**config.mk**
```make
export PLATFORM = sky130hd
export DESIGN_NAME = crypto_control
export DESIGN_NICKNAME = d
export VERILOG_FILES = /design/src/crypto_pkg.sv /design/src/addr_counters.sv /design/src/crypto_control.sv /design/src/crypto_fsm.sv /design/src/sponge_duplex.sv
export SDC_FILE = /design/constraint.sdc
export NUM_CORES = 1
export LEC_CHECK = 0
export ABC_AREA = 1
export BUFFER_PORTS_ARGS = -buffer_cell sky130_fd_sc_hd__buf_4
export CAP_MARGIN = 0
export CELL_PAD_IN_SITES_DETAIL_PLACEMENT = 2
export CELL_PAD_IN_SITES_GLOBAL_PLACEMENT = 2
export CORE_MARGIN = 2
export CORE_UTILIZATION = 33
export DETAILED_ROUTE_END_ITERATION = 6
export PLACE_DENSITY_LB_ADDON = 0.15
export SLEW_MARGIN = 5
export SYNTH_ARGS = -nofsm -noshare
export SYNTH_HDL_FRONTEND = slang
export SYNTH_SLANG_ARGS = --single-unit
```
**constraint.sdc**
```tcl
create_clock -name clk -period 5.8 [get_ports clk]
set_clock_uncertainty 0.05 [all_clocks]
set_input_delay 0.29 -clock clk [delete_from_list [all_inputs] [get_ports clk]]
set_output_delay 0.29 -clock clk [all_outputs]
set_load 0.1 [all_outputs]
```
**src/crypto_pkg.sv**
```systemverilog
package crypto_pkg;

    // security level and derived sizes
    localparam int KEY_BITS    = 64;
    localparam int WORD_BYTES  = 2;
    localparam int TAG_BYTES   = KEY_BITS / 8;

    // duplex permutation
    localparam int PERM_ROUNDS = 4;
    localparam int PERM_ROTATE = 13;

    typedef logic [15:0]         word_t;
    typedef logic [KEY_BITS-1:0] key_t;

    // return values of wrap and unwrap
    localparam word_t RESULT_OK   = 16'h0001;
    localparam word_t RESULT_FAIL = 16'h0000;

    typedef enum logic [1:0] {
        OP_ABSORB,
        OP_ENCRYPT,
        OP_DECRYPT,
        OP_SQUEEZE
    } duplex_op_t;

    typedef enum logic [4:0] {
        ST_IDLE,
        ST_CHECK,
        ST_AD_INIT,
        ST_AD_WAIT,
        ST_AD_READ,
        ST_AD_DATA,
        ST_AD_STEP,
        ST_BODY_INIT,
        ST_BODY_WAIT,
        ST_BODY_READ,
        ST_BODY_DATA,
        ST_BODY_STEP,
        ST_BODY_WRITE,
        ST_TAG_INIT,
        ST_TAG_WAIT,
        ST_TAG_STEP,
        ST_TAG_CHECK,
        ST_FAIL,
        ST_DONE
    } ctrl_state_t;

endpackage

```
**src/addr_counters.sv**
```systemverilog
`timescale 1ns/10ps

module addr_counters (
    input  logic              clk,
    input  logic              ctr_load,
    input  crypto_pkg::word_t ctr_base,
    input  crypto_pkg::word_t ctr_limit,
    input  logic              ctr_inc,
    input  logic              out_load,
    input  crypto_pkg::word_t out_base,
    input  logic              out_inc,
    input  logic              sel_out,

    output crypto_pkg::word_t mab,
    output logic              range_done
);

    crypto_pkg::word_t ctr;
    crypto_pkg::word_t limit_q;
    crypto_pkg::word_t out_ctr;

    // input range walker
    always_ff @(posedge clk)
    begin
        if (ctr_load)
            ctr <= ctr_base;
        else if (ctr_inc)
            ctr <= ctr + crypto_pkg::word_t'(crypto_pkg::WORD_BYTES);
    end

    always_ff @(posedge clk)
    begin
        if (ctr_load)
            limit_q <= ctr_limit;
    end

    // output pointer for the body result
    always_ff @(posedge clk)
    begin
        if (out_load)
            out_ctr <= out_base;
        else if (out_inc)
            out_ctr <= out_ctr + crypto_pkg::word_t'(crypto_pkg::WORD_BYTES);
    end

    // limit is exclusive
    assign range_done = (ctr >= limit_q);

    assign mab = sel_out ? out_ctr : ctr;

endmodule

```
**src/crypto_control.sv**
```systemverilog
`timescale 1ns/10ps

module crypto_control (
    input  logic              clk,
    input  logic              reset,
    input  logic              start,
    input  logic              cmd_wrap,
    input  logic              cmd_unwrap,
    input  logic              cmd_id,
    input  logic              cmd_id_prev,
    input  crypto_pkg::word_t mem_in,
    input  crypto_pkg::word_t pc,
    input  crypto_pkg::word_t r10,
    input  crypto_pkg::word_t r11,
    input  crypto_pkg::word_t r12,
    input  crypto_pkg::word_t r13,
    input  crypto_pkg::word_t r14,
    input  crypto_pkg::word_t r15,
    input  crypto_pkg::word_t sm_data,
    input  crypto_pkg::key_t  sm_key,
    input  crypto_pkg::word_t sm_prev_id,
    input  logic              sm_data_select_valid,
    input  logic              sm_key_select_valid,

    output logic              busy,
    output crypto_pkg::word_t sm_data_select,
    output crypto_pkg::word_t sm_key_select,
    output logic              mb_en,
    output logic [1:0]        mb_wr,
    output crypto_pkg::word_t mab,
    output logic              reg_write,
    output crypto_pkg::word_t data_out
);

    logic                   ctr_load;
    crypto_pkg::word_t      ctr_base;
    crypto_pkg::word_t      ctr_limit;
    logic                   ctr_inc;
    logic                   out_load;
    crypto_pkg::word_t      out_base;
    logic                   out_inc;
    logic                   sel_out;
    logic                   range_done;

    logic                   duplex_init;
    logic                   duplex_step;
    crypto_pkg::duplex_op_t duplex_op;
    crypto_pkg::word_t      duplex_in;
    logic                   duplex_busy;
    crypto_pkg::word_t      duplex_out;
    logic                   duplex_ready;

    // module lookup by address in r15, key lookup by the caller's pc
    assign sm_data_select = r15;
    assign sm_key_select  = pc;

    crypto_fsm i_crypto_fsm (
        .clk                  (clk),
        .reset                (reset),
        .start                (start),
        .cmd_wrap             (cmd_wrap),
        .cmd_unwrap           (cmd_unwrap),
        .cmd_id               (cmd_id),
        .cmd_id_prev          (cmd_id_prev),
        .mem_in               (mem_in),
        .r10                  (r10),
        .r11                  (r11),
        .r12                  (r12),
        .r13                  (r13),
        .r14                  (r14),
        .r15                  (r15),
        .sm_data              (sm_data),
        .sm_prev_id           (sm_prev_id),
        .sm_data_select_valid (sm_data_select_valid),
        .sm_key_select_valid  (sm_key_select_valid),
        .range_done           (range_done),
        .duplex_busy          (duplex_busy),
        .duplex_out           (duplex_out),
        .duplex_ready         (duplex_ready),
        .busy                 (busy),
        .mb_en                (mb_en),
        .mb_wr                (mb_wr),
        .reg_write            (reg_write),
        .data_out             (data_out),
        .ctr_load             (ctr_load),
        .ctr_base             (ctr_base),
        .ctr_limit            (ctr_limit),
        .ctr_inc              (ctr_inc),
        .out_load             (out_load),
        .out_base             (out_base),
        .out_inc              (out_inc),
        .sel_out              (sel_out),
        .duplex_init          (duplex_init),
        .duplex_step          (duplex_step),
        .duplex_op            (duplex_op),
        .duplex_in            (duplex_in)
    );

    addr_counters i_addr_counters (
        .clk        (clk),
        .ctr_load   (ctr_load),
        .ctr_base   (ctr_base),
        .ctr_limit  (ctr_limit),
        .ctr_inc    (ctr_inc),
        .out_load   (out_load),
        .out_base   (out_base),
        .out_inc    (out_inc),
        .sel_out    (sel_out),
        .mab        (mab),
        .range_done (range_done)
    );

    sponge_duplex i_sponge_duplex (
        .clk            (clk),
        .reset          (reset),
        .init           (duplex_init),
        .step           (duplex_step),
        .op             (duplex_op),
        .data_in        (duplex_in),
        .key            (sm_key),
        .busy           (duplex_busy),
        .data_out       (duplex_out),
        .data_out_ready (duplex_ready)
    );

endmodule

```
**src/crypto_fsm.sv**
```systemverilog
`timescale 1ns/10ps

module crypto_fsm (
    input  logic                   clk,
    input  logic                   reset,
    input  logic                   start,
    input  logic                   cmd_wrap,
    input  logic                   cmd_unwrap,
    input  logic                   cmd_id,
    input  logic                   cmd_id_prev,
    input  crypto_pkg::word_t      mem_in,
    input  crypto_pkg::word_t      r10,
    input  crypto_pkg::word_t      r11,
    input  crypto_pkg::word_t      r12,
    input  crypto_pkg::word_t      r13,
    input  crypto_pkg::word_t      r14,
    input  crypto_pkg::word_t      r15,
    input  crypto_pkg::word_t      sm_data,
    input  crypto_pkg::word_t      sm_prev_id,
    input  logic                   sm_data_select_valid,
    input  logic                   sm_key_select_valid,
    input  logic                   range_done,
    input  logic                   duplex_busy,
    input  crypto_pkg::word_t      duplex_out,
    input  logic                   duplex_ready,

    output logic                   busy,
    output logic                   mb_en,
    output logic [1:0]             mb_wr,
    output logic                   reg_write,
    output crypto_pkg::word_t      data_out,
    output logic                   ctr_load,
    output crypto_pkg::word_t      ctr_base,
    output crypto_pkg::word_t      ctr_limit,
    output logic                   ctr_inc,
    output logic                   out_load,
    output crypto_pkg::word_t      out_base,
    output logic                   out_inc,
    output logic                   sel_out,
    output logic                   duplex_init,
    output logic                   duplex_step,
    output crypto_pkg::duplex_op_t duplex_op,
    output crypto_pkg::word_t      duplex_in
);

    crypto_pkg::ctrl_state_t state;
    crypto_pkg::ctrl_state_t next_state;
    crypto_pkg::word_t       din_q;

    logic sm_valid;
    logic do_wrap;
    logic tag_match;

    // id looks the module up by address, the others by key
    assign sm_valid  = cmd_id ? sm_data_select_valid : sm_key_select_valid;
    assign do_wrap   = cmd_wrap | cmd_unwrap;
    assign tag_match = duplex_ready && (duplex_out == mem_in);

    always_comb
    begin
        next_state = state;
        case (state)
            crypto_pkg::ST_IDLE:
                if (start)
                    next_state = crypto_pkg::ST_CHECK;
            crypto_pkg::ST_CHECK:
                if (!sm_valid)
                    next_state = crypto_pkg::ST_FAIL;
                else if (do_wrap)
                    next_state = crypto_pkg::ST_AD_INIT;
                else
                    next_state = crypto_pkg::ST_DONE;
            crypto_pkg::ST_AD_INIT:
                next_state = crypto_pkg::ST_AD_WAIT;
            crypto_pkg::ST_AD_WAIT:
                if (!duplex_busy)
                    next_state = range_done ? crypto_pkg::ST_BODY_INIT : crypto_pkg::ST_AD_READ;
            crypto_pkg::ST_AD_READ:
                next_state = crypto_pkg::ST_AD_DATA;
            crypto_pkg::ST_AD_DATA:
                next_state = crypto_pkg::ST_AD_STEP;
            crypto_pkg::ST_AD_STEP:
                next_state = crypto_pkg::ST_AD_WAIT;
            crypto_pkg::ST_BODY_INIT:
                next_state = crypto_pkg::ST_BODY_WAIT;
            crypto_pkg::ST_BODY_WAIT:
                if (!duplex_busy)
                    next_state = range_done ? crypto_pkg::ST_TAG_INIT : crypto_pkg::ST_BODY_READ;
            crypto_pkg::ST_BODY_READ:
                next_state = crypto_pkg::ST_BODY_DATA;
            crypto_pkg::ST_BODY_DATA:
                next_state = crypto_pkg::ST_BODY_STEP;
            crypto_pkg::ST_BODY_STEP:
                next_state = crypto_pkg::ST_BODY_WRITE;
            crypto_pkg::ST_BODY_WRITE:
                next_state = crypto_pkg::ST_BODY_WAIT;
            crypto_pkg::ST_TAG_INIT:
                next_state = crypto_pkg::ST_TAG_WAIT;
            crypto_pkg::ST_TAG_WAIT:
                if (!duplex_busy)
                    next_state = range_done ? crypto_pkg::ST_DONE : crypto_pkg::ST_TAG_STEP;
            crypto_pkg::ST_TAG_STEP:
                next_state = crypto_pkg::ST_TAG_CHECK;
            crypto_pkg::ST_TAG_CHECK:
                if (cmd_unwrap && !tag_match)
                    next_state = crypto_pkg::ST_FAIL;
                else
                    next_state = crypto_pkg::ST_TAG_WAIT;
            default:
                next_state = crypto_pkg::ST_IDLE;
        endcase
    end

    always_ff @(posedge clk)
    begin
        if (reset)
            state <= crypto_pkg::ST_IDLE;
        else
            state <= next_state;
    end

    // word fetched from memory, held for the following duplex step
    always_ff @(posedge clk)
    begin
        if (state == crypto_pkg::ST_AD_DATA || state == crypto_pkg::ST_BODY_DATA)
            din_q <= mem_in;
    end

    assign duplex_in = din_q;
    assign out_base  = r14;

    always_comb
    begin
        busy        = (state != crypto_pkg::ST_IDLE);
        mb_en       = 1'b0;
        mb_wr       = 2'b00;
        reg_write   = 1'b0;
        data_out    = duplex_out;
        ctr_load    = 1'b0;
        ctr_base    = r10;
        ctr_limit   = r11;
        ctr_inc     = 1'b0;
        out_load    = 1'b0;
        out_inc     = 1'b0;
        sel_out     = 1'b0;
        duplex_init = 1'b0;
        duplex_step = 1'b0;
        duplex_op   = crypto_pkg::OP_ABSORB;

        case (state)
            crypto_pkg::ST_AD_INIT:
            begin
                duplex_init = 1'b1;
                ctr_load    = 1'b1;
            end
            crypto_pkg::ST_AD_READ, crypto_pkg::ST_BODY_READ:
            begin
                mb_en   = 1'b1;
                ctr_inc = 1'b1;
            end
            crypto_pkg::ST_AD_STEP:
                duplex_step = 1'b1;
            crypto_pkg::ST_BODY_INIT:
            begin
                ctr_load  = 1'b1;
                ctr_base  = r12;
                ctr_limit = r13;
                out_load  = 1'b1;
            end
            crypto_pkg::ST_BODY_STEP:
            begin
                duplex_step = 1'b1;
                duplex_op   = cmd_unwrap ? crypto_pkg::OP_DECRYPT : crypto_pkg::OP_ENCRYPT;
            end
            crypto_pkg::ST_BODY_WRITE:
            begin
                mb_en   = duplex_ready;
                mb_wr   = 2'b11;
                sel_out = 1'b1;
                out_inc = duplex_ready;
            end
            crypto_pkg::ST_TAG_INIT:
            begin
                ctr_load  = 1'b1;
                ctr_base  = r15;
                ctr_limit = r15 + crypto_pkg::word_t'(crypto_pkg::TAG_BYTES);
            end
            crypto_pkg::ST_TAG_STEP:
            begin
                // unwrap fetches the stored tag word alongside the squeeze
                duplex_step = 1'b1;
                duplex_op   = crypto_pkg::OP_SQUEEZE;
                mb_en       = cmd_unwrap;
            end
            crypto_pkg::ST_TAG_CHECK:
            begin
                mb_en   = cmd_wrap && duplex_ready;
                mb_wr   = cmd_wrap ? 2'b11 : 2'b00;
                ctr_inc = duplex_ready;
            end
            crypto_pkg::ST_FAIL:
            begin
                reg_write = 1'b1;
                data_out  = crypto_pkg::RESULT_FAIL;
            end
            crypto_pkg::ST_DONE:
            begin
                reg_write = 1'b1;
                data_out  = cmd_id      ? sm_data    :
                            cmd_id_prev ? sm_prev_id : crypto_pkg::RESULT_OK;
            end
            default:
            begin
            end
        endcase
    end

endmodule

```
**src/sponge_duplex.sv**
```systemverilog
`timescale 1ns/10ps

module sponge_duplex (
    input  logic                   clk,
    input  logic                   reset,
    input  logic                   init,
    input  logic                   step,
    input  crypto_pkg::duplex_op_t op,
    input  crypto_pkg::word_t      data_in,
    input  crypto_pkg::key_t       key,

    output logic                   busy,
    output crypto_pkg::word_t      data_out,
    output logic                   data_out_ready
);

    crypto_pkg::key_t  state;
    crypto_pkg::word_t round;
    crypto_pkg::word_t rate;
    crypto_pkg::word_t new_rate;
    crypto_pkg::word_t out_val;

    // one round rotates, folds the top word into the bottom and mixes in the round number
    function automatic crypto_pkg::key_t permute(crypto_pkg::key_t s, crypto_pkg::word_t k);
        crypto_pkg::key_t  r;
        crypto_pkg::word_t low;
        r   = {s[crypto_pkg::KEY_BITS-1-crypto_pkg::PERM_ROTATE:0],
               s[crypto_pkg::KEY_BITS-1:crypto_pkg::KEY_BITS-crypto_pkg::PERM_ROTATE]};
        low = (r[15:0] + r[crypto_pkg::KEY_BITS-1:crypto_pkg::KEY_BITS-16]) ^ k;
        return {r[crypto_pkg::KEY_BITS-1:16], low};
    endfunction

    assign rate = state[crypto_pkg::KEY_BITS-1:crypto_pkg::KEY_BITS-16];

    always_comb
    begin
        out_val  = rate ^ data_in;
        new_rate = rate;
        case (op)
            crypto_pkg::OP_ABSORB:  new_rate = rate ^ data_in;
            crypto_pkg::OP_ENCRYPT: new_rate = rate ^ data_in;
            crypto_pkg::OP_DECRYPT: new_rate = data_in;
            crypto_pkg::OP_SQUEEZE: out_val  = rate;
            default:                new_rate = rate;
        endcase
    end

    always_ff @(posedge clk)
    begin
        if (init)
            state <= key;
        else if (step)
            state <= {new_rate, state[crypto_pkg::KEY_BITS-17:0]};
        else if (busy)
            state <= permute(state, round);
    end

    // rounds run 1..PERM_ROUNDS after each step
    always_ff @(posedge clk)
    begin
        if (reset)
            round <= '0;
        else if (step)
            round <= 16'd1;
        else if (round == crypto_pkg::word_t'(crypto_pkg::PERM_ROUNDS))
            round <= '0;
        else if (busy)
            round <= round + 16'd1;
    end

    assign busy = (round != '0);

    always_ff @(posedge clk)
    begin
        if (reset)
            data_out_ready <= 1'b0;
        else
            data_out_ready <= step && (op != crypto_pkg::OP_ABSORB);
    end

    // held until the next output-producing step
    always_ff @(posedge clk)
    begin
        if (step && op != crypto_pkg::OP_ABSORB)
            data_out <= out_val;
    end

endmodule

```
==> impl_metrics.csv <==
group,metric,value,unit
clock_tree,numClockSinks,166,
pwr,p_sw,2.79,mW
synthesis,yosys_register_bits,166,
critical_path,worst_case_reg_to_reg_path_depth,12,
placement,gp_congestion,0.851,
layout,layout.cells.most_common_list,"nand2_1, buf_4, edfxtp_1",
synthesis,post_synth_instance_area,11000,um2
global_routing,gr-total-overflow,0,
critical_path,crit_fanout,52,
sta,layout_min_cycle_time,3.56,ns
critical_path,regToRegStartpoint,"i_crypto_fsm.state[1]$_SDFFE_PP0P_",
critical_path,worst_setup_path_startpoint,"i_crypto_fsm.state[1]$_SDFFE_PP0P_",
placement,io_buffers,269,
critical_path,worstPathRequired,5.87,ns
layout,mostFrequentLayoutCell,"nand2_1",
critical_path,timing.critical_path.from_type,"register",
critical_path,endpoint_kind,"register",
route,wl_per_cell,20.6,um
floorplan,die_width,186,um
layout,finalNetCount,1846,
layout,stdcell_area,13900,um2
sta,setup_tns,0,ns
synthesis,synthesis.nets,1613,
sta,worst_slew_pin_slew,0.963,ns
pwr,power.density_cell_area,450,nW/um2
clock_tree,cts-resized-gates,0,
critical_path,path_cells,"inv_2, nor3_2, inv_2, nor2_2, inv_2, nand2_4, inv_4, nor2_4, inv_2, o21ai_0, clkinv_1, buf_4",
clock_tree,cts_hold_fix_bufs,15,
worst_hold_path,hold_path_class,"in -> reg",
floorplan,std_cell_rows,66,
floorplan,core_region_area,32600,um2
synthesis,syn_area_per_cell,8.17,um2
sta,final.hold.worst_slack,0.0127,ns
clock_tree,cts_made_buffers,17,
global_routing,pin_count_of_the_biggest_net_entering_global_routing,61,
route,detail_route.iter0.violations,544,
placement,detailed_place.area,13200,um2
route,wirelength,41900,um
sta,max_freq,0.281,GHz
critical_path,critical-path-slowest-cell,"nor2_2",
synthesis,synth_cells,1343,
synthesis,yosys_warnings,0,
floorplan,ios,302,
job,max_cap_viols,0,
critical_path,critical_path_buf_inv_count,7,
pwr,cellLeakagePower,6.13,nW
sta,final-max-slew-violation-count,0,
clock_tree,clock_latency,0.45,ns
route,ant_nets,0,
placement,pre_cts_ws,2.24,ns
sta,final.period_utilization,61.4,%
sta,worst_slack,2.24,ns
global_routing,number_of_antenna_violations_at_the_first_check_in_global_routing,1,
critical_path,crit_end,"i_sponge_duplex.state[2]$_DFFE_PP_",
critical_path,timing.rr.end,"i_sponge_duplex.state[2]$_DFFE_PP_",
critical_path,critical-path-top-cell-by-count,"inv_2",
pwr,power.switching_fraction,44.5,%
critical_path,timing.setup.critical_path_class,"reg -> reg",
clock_tree,cts_setup_buffers,0,
global_routing,global_route.usage.total,24.1,%
sta,max-slew-margin-rel,35.8,%
route,via_count,10300,
critical_path,critical-path-top-delay-family,"simple AND/OR/NAND/NOR gates",
synthesis,synthDistinctLibCells,55,
pwr,power.ir.vdd_worst,0.236,mV
synthesis,synth_enable_flop_cells,144,
sta,hold_viol_final,0,
placement,hpwlAfterDp,32800,um
critical_path,timing.critical_path.depth,12,
layout,fillers,3712,
route,post-route-drc-count,0,
sta,rsz_0062_raised_after_global_routing,"no",
run_status,status,"finished clean",
layout,post_route_cells_drive_above_1_share,23.0,%
clock_tree,cts_tree,"done",
route,dr.pass1.iters,5,
clock_tree,clk_path_buf_depth,2,
pwr,share_clk_of_total_power,18.8,%
route,viasPerCell,5.06,
floorplan,floorplan.initialDensity,33.6,%
synthesis,synth-main-ff-cell,"edfxtp_1",
pwr,power_frac_comb,46.8,%
critical_path,crit_arrival,3.63,ns
pwr,power.internal,3.48,mW
global_routing,grt_pass1_wl,65100,um
clock_tree,clkTransAtPathRegs,0.07,ns
synthesis,async_flop_share,0,%
synthesis,seq_total_area_yosys,43.4,%
layout,area_growth,26.8,%
layout,layout.core_utilization,42.7,%
floorplan,die-height,186,um
clock_tree,ctsRootBufferMaster,"clkbuf_16",
global_routing,first_global_vias,11200,
floorplan,design.die.area,34700,um2
critical_path,regToRegSetupSlack,2.24,ns
clock_tree,ctsHtreeMaxLevel,4,
critical_path,slowest_delay,0.65,ns
sta,report.final.setup_viol,0,
pwr,pwr-share-seq,34.4,%
## worst min-delay path by stage
stage / cells past startpoint / end / slack (ns) / startpoint
3_5_place_dp: 1 / i_crypto_fsm.duplex_in[3]$_DFFE_PP_ / 0.44 / mem_in[3]
2_1_floorplan: 0 / i_crypto_fsm.duplex_in[0]$_DFFE_PP_ / 0.34 / mem_in[0]
5_1_grt: 1 / i_crypto_fsm.duplex_in[2]$_DFFE_PP_ / 0.008 / mem_in[2]
6_report: 1 / i_crypto_fsm.duplex_in[2]$_DFFE_PP_ / 0.01 / mem_in[2]
4_1_cts: 1 / i_crypto_fsm.duplex_in[2]$_DFFE_PP_ / 0.0009 / mem_in[2]
3_3_place_gp: 1 / i_crypto_fsm.duplex_in[3]$_DFFE_PP_ / 0.44 / mem_in[3]
## per-layer routing
layer  up-vias  global-route usage (%)  routed length [um]
li1       4973                       -                   -
met1      5083                    33.0               19600
met2       214                    40.5               20200
met3        22                    3.63                1660
met4         0                    4.58                 433
met5         -                       0                   0
## per-stage QoR
step / total power, mW / instances
final: 6.26 / 2033
after floorplan: 4.10 / 1343
after global routing: 6.64 / 2033
after global placement: 4.93 / 1984
after CTS: 6.30 / 2031
after detailed placement: 5.09 / 1984
## Yosys cell counts (all sizes together), types with 3 or more instances
cell type | instances | area, um2
clkbuf | 25 | 93.8
o21ai | 103 | 519
nand3 | 82 | 410
inv | 137 | 517
buf | 54 | 368
nor4 | 3 | 25.0
a221oi | 11 | 96.3
dfxtp | 22 | 440
nor2 | 109 | 462
a22o | 33 | 289
a21oi | 33 | 165
a31oi | 3 | 18.8
o211ai | 22 | 215
edfxtp | 144 | 4320
nor3 | 22 | 140
xnor2 | 17 | 149
nand4 | 12 | 75.1
ha | 36 | 450
xor2 | 54 | 473
nand2 | 383 | 1460
a211oi | 4 | 30.0
or2 | 7 | 43.8
## logic make-up after synthesis
kind of cell / synth area share [%]
adders and majority gates: 4.29
muxes: 0.182
AOI/OAI and AO/OA: 13.3
DFF: 43.4
buffers and inverters: 8.98
xor gates and xnor gates: 5.67
and+or+nand+nor: 24.2
## power by group through the flow
stage	Sequential, mW	Combinational (mW)	Clock, mW
after floorplan	2.06	2.04	0
after global placement	2.16	2.77	0
after global routing	2.19	3.21	1.23
final	2.16	2.93	1.18
after detailed placement	2.18	2.91	0
after CTS	2.16	2.95	1.19
## flip-flops by register name, indices dropped and copies added (netlist names)
signal and count:
i_addr_counters.ctr 16, i_addr_counters.limit_q 16, i_addr_counters.out_ctr 16, i_crypto_fsm.duplex_in 16, i_crypto_fsm.state 5, i_sponge_duplex.data_out 16, i_sponge_duplex.data_out_ready 1, i_sponge_duplex.round 16
i_sponge_duplex.state 64
## cell type report
type                            instances  area [um2]  area share, %
Antenna cell                            2        5.00         0.0360
Clock buffer                           18         429           3.08
Clock inverter                         14         164           1.18
Inverter                              139         524           3.77
Multi-Input combinational cell        959        5240           37.7
Sequential cell                       166        4760           34.2
Tap cell                              442         553           3.97
Timing Repair Buffer                  293        2240           16.1
No activity file was read; power rests on OpenSTA's default activity.
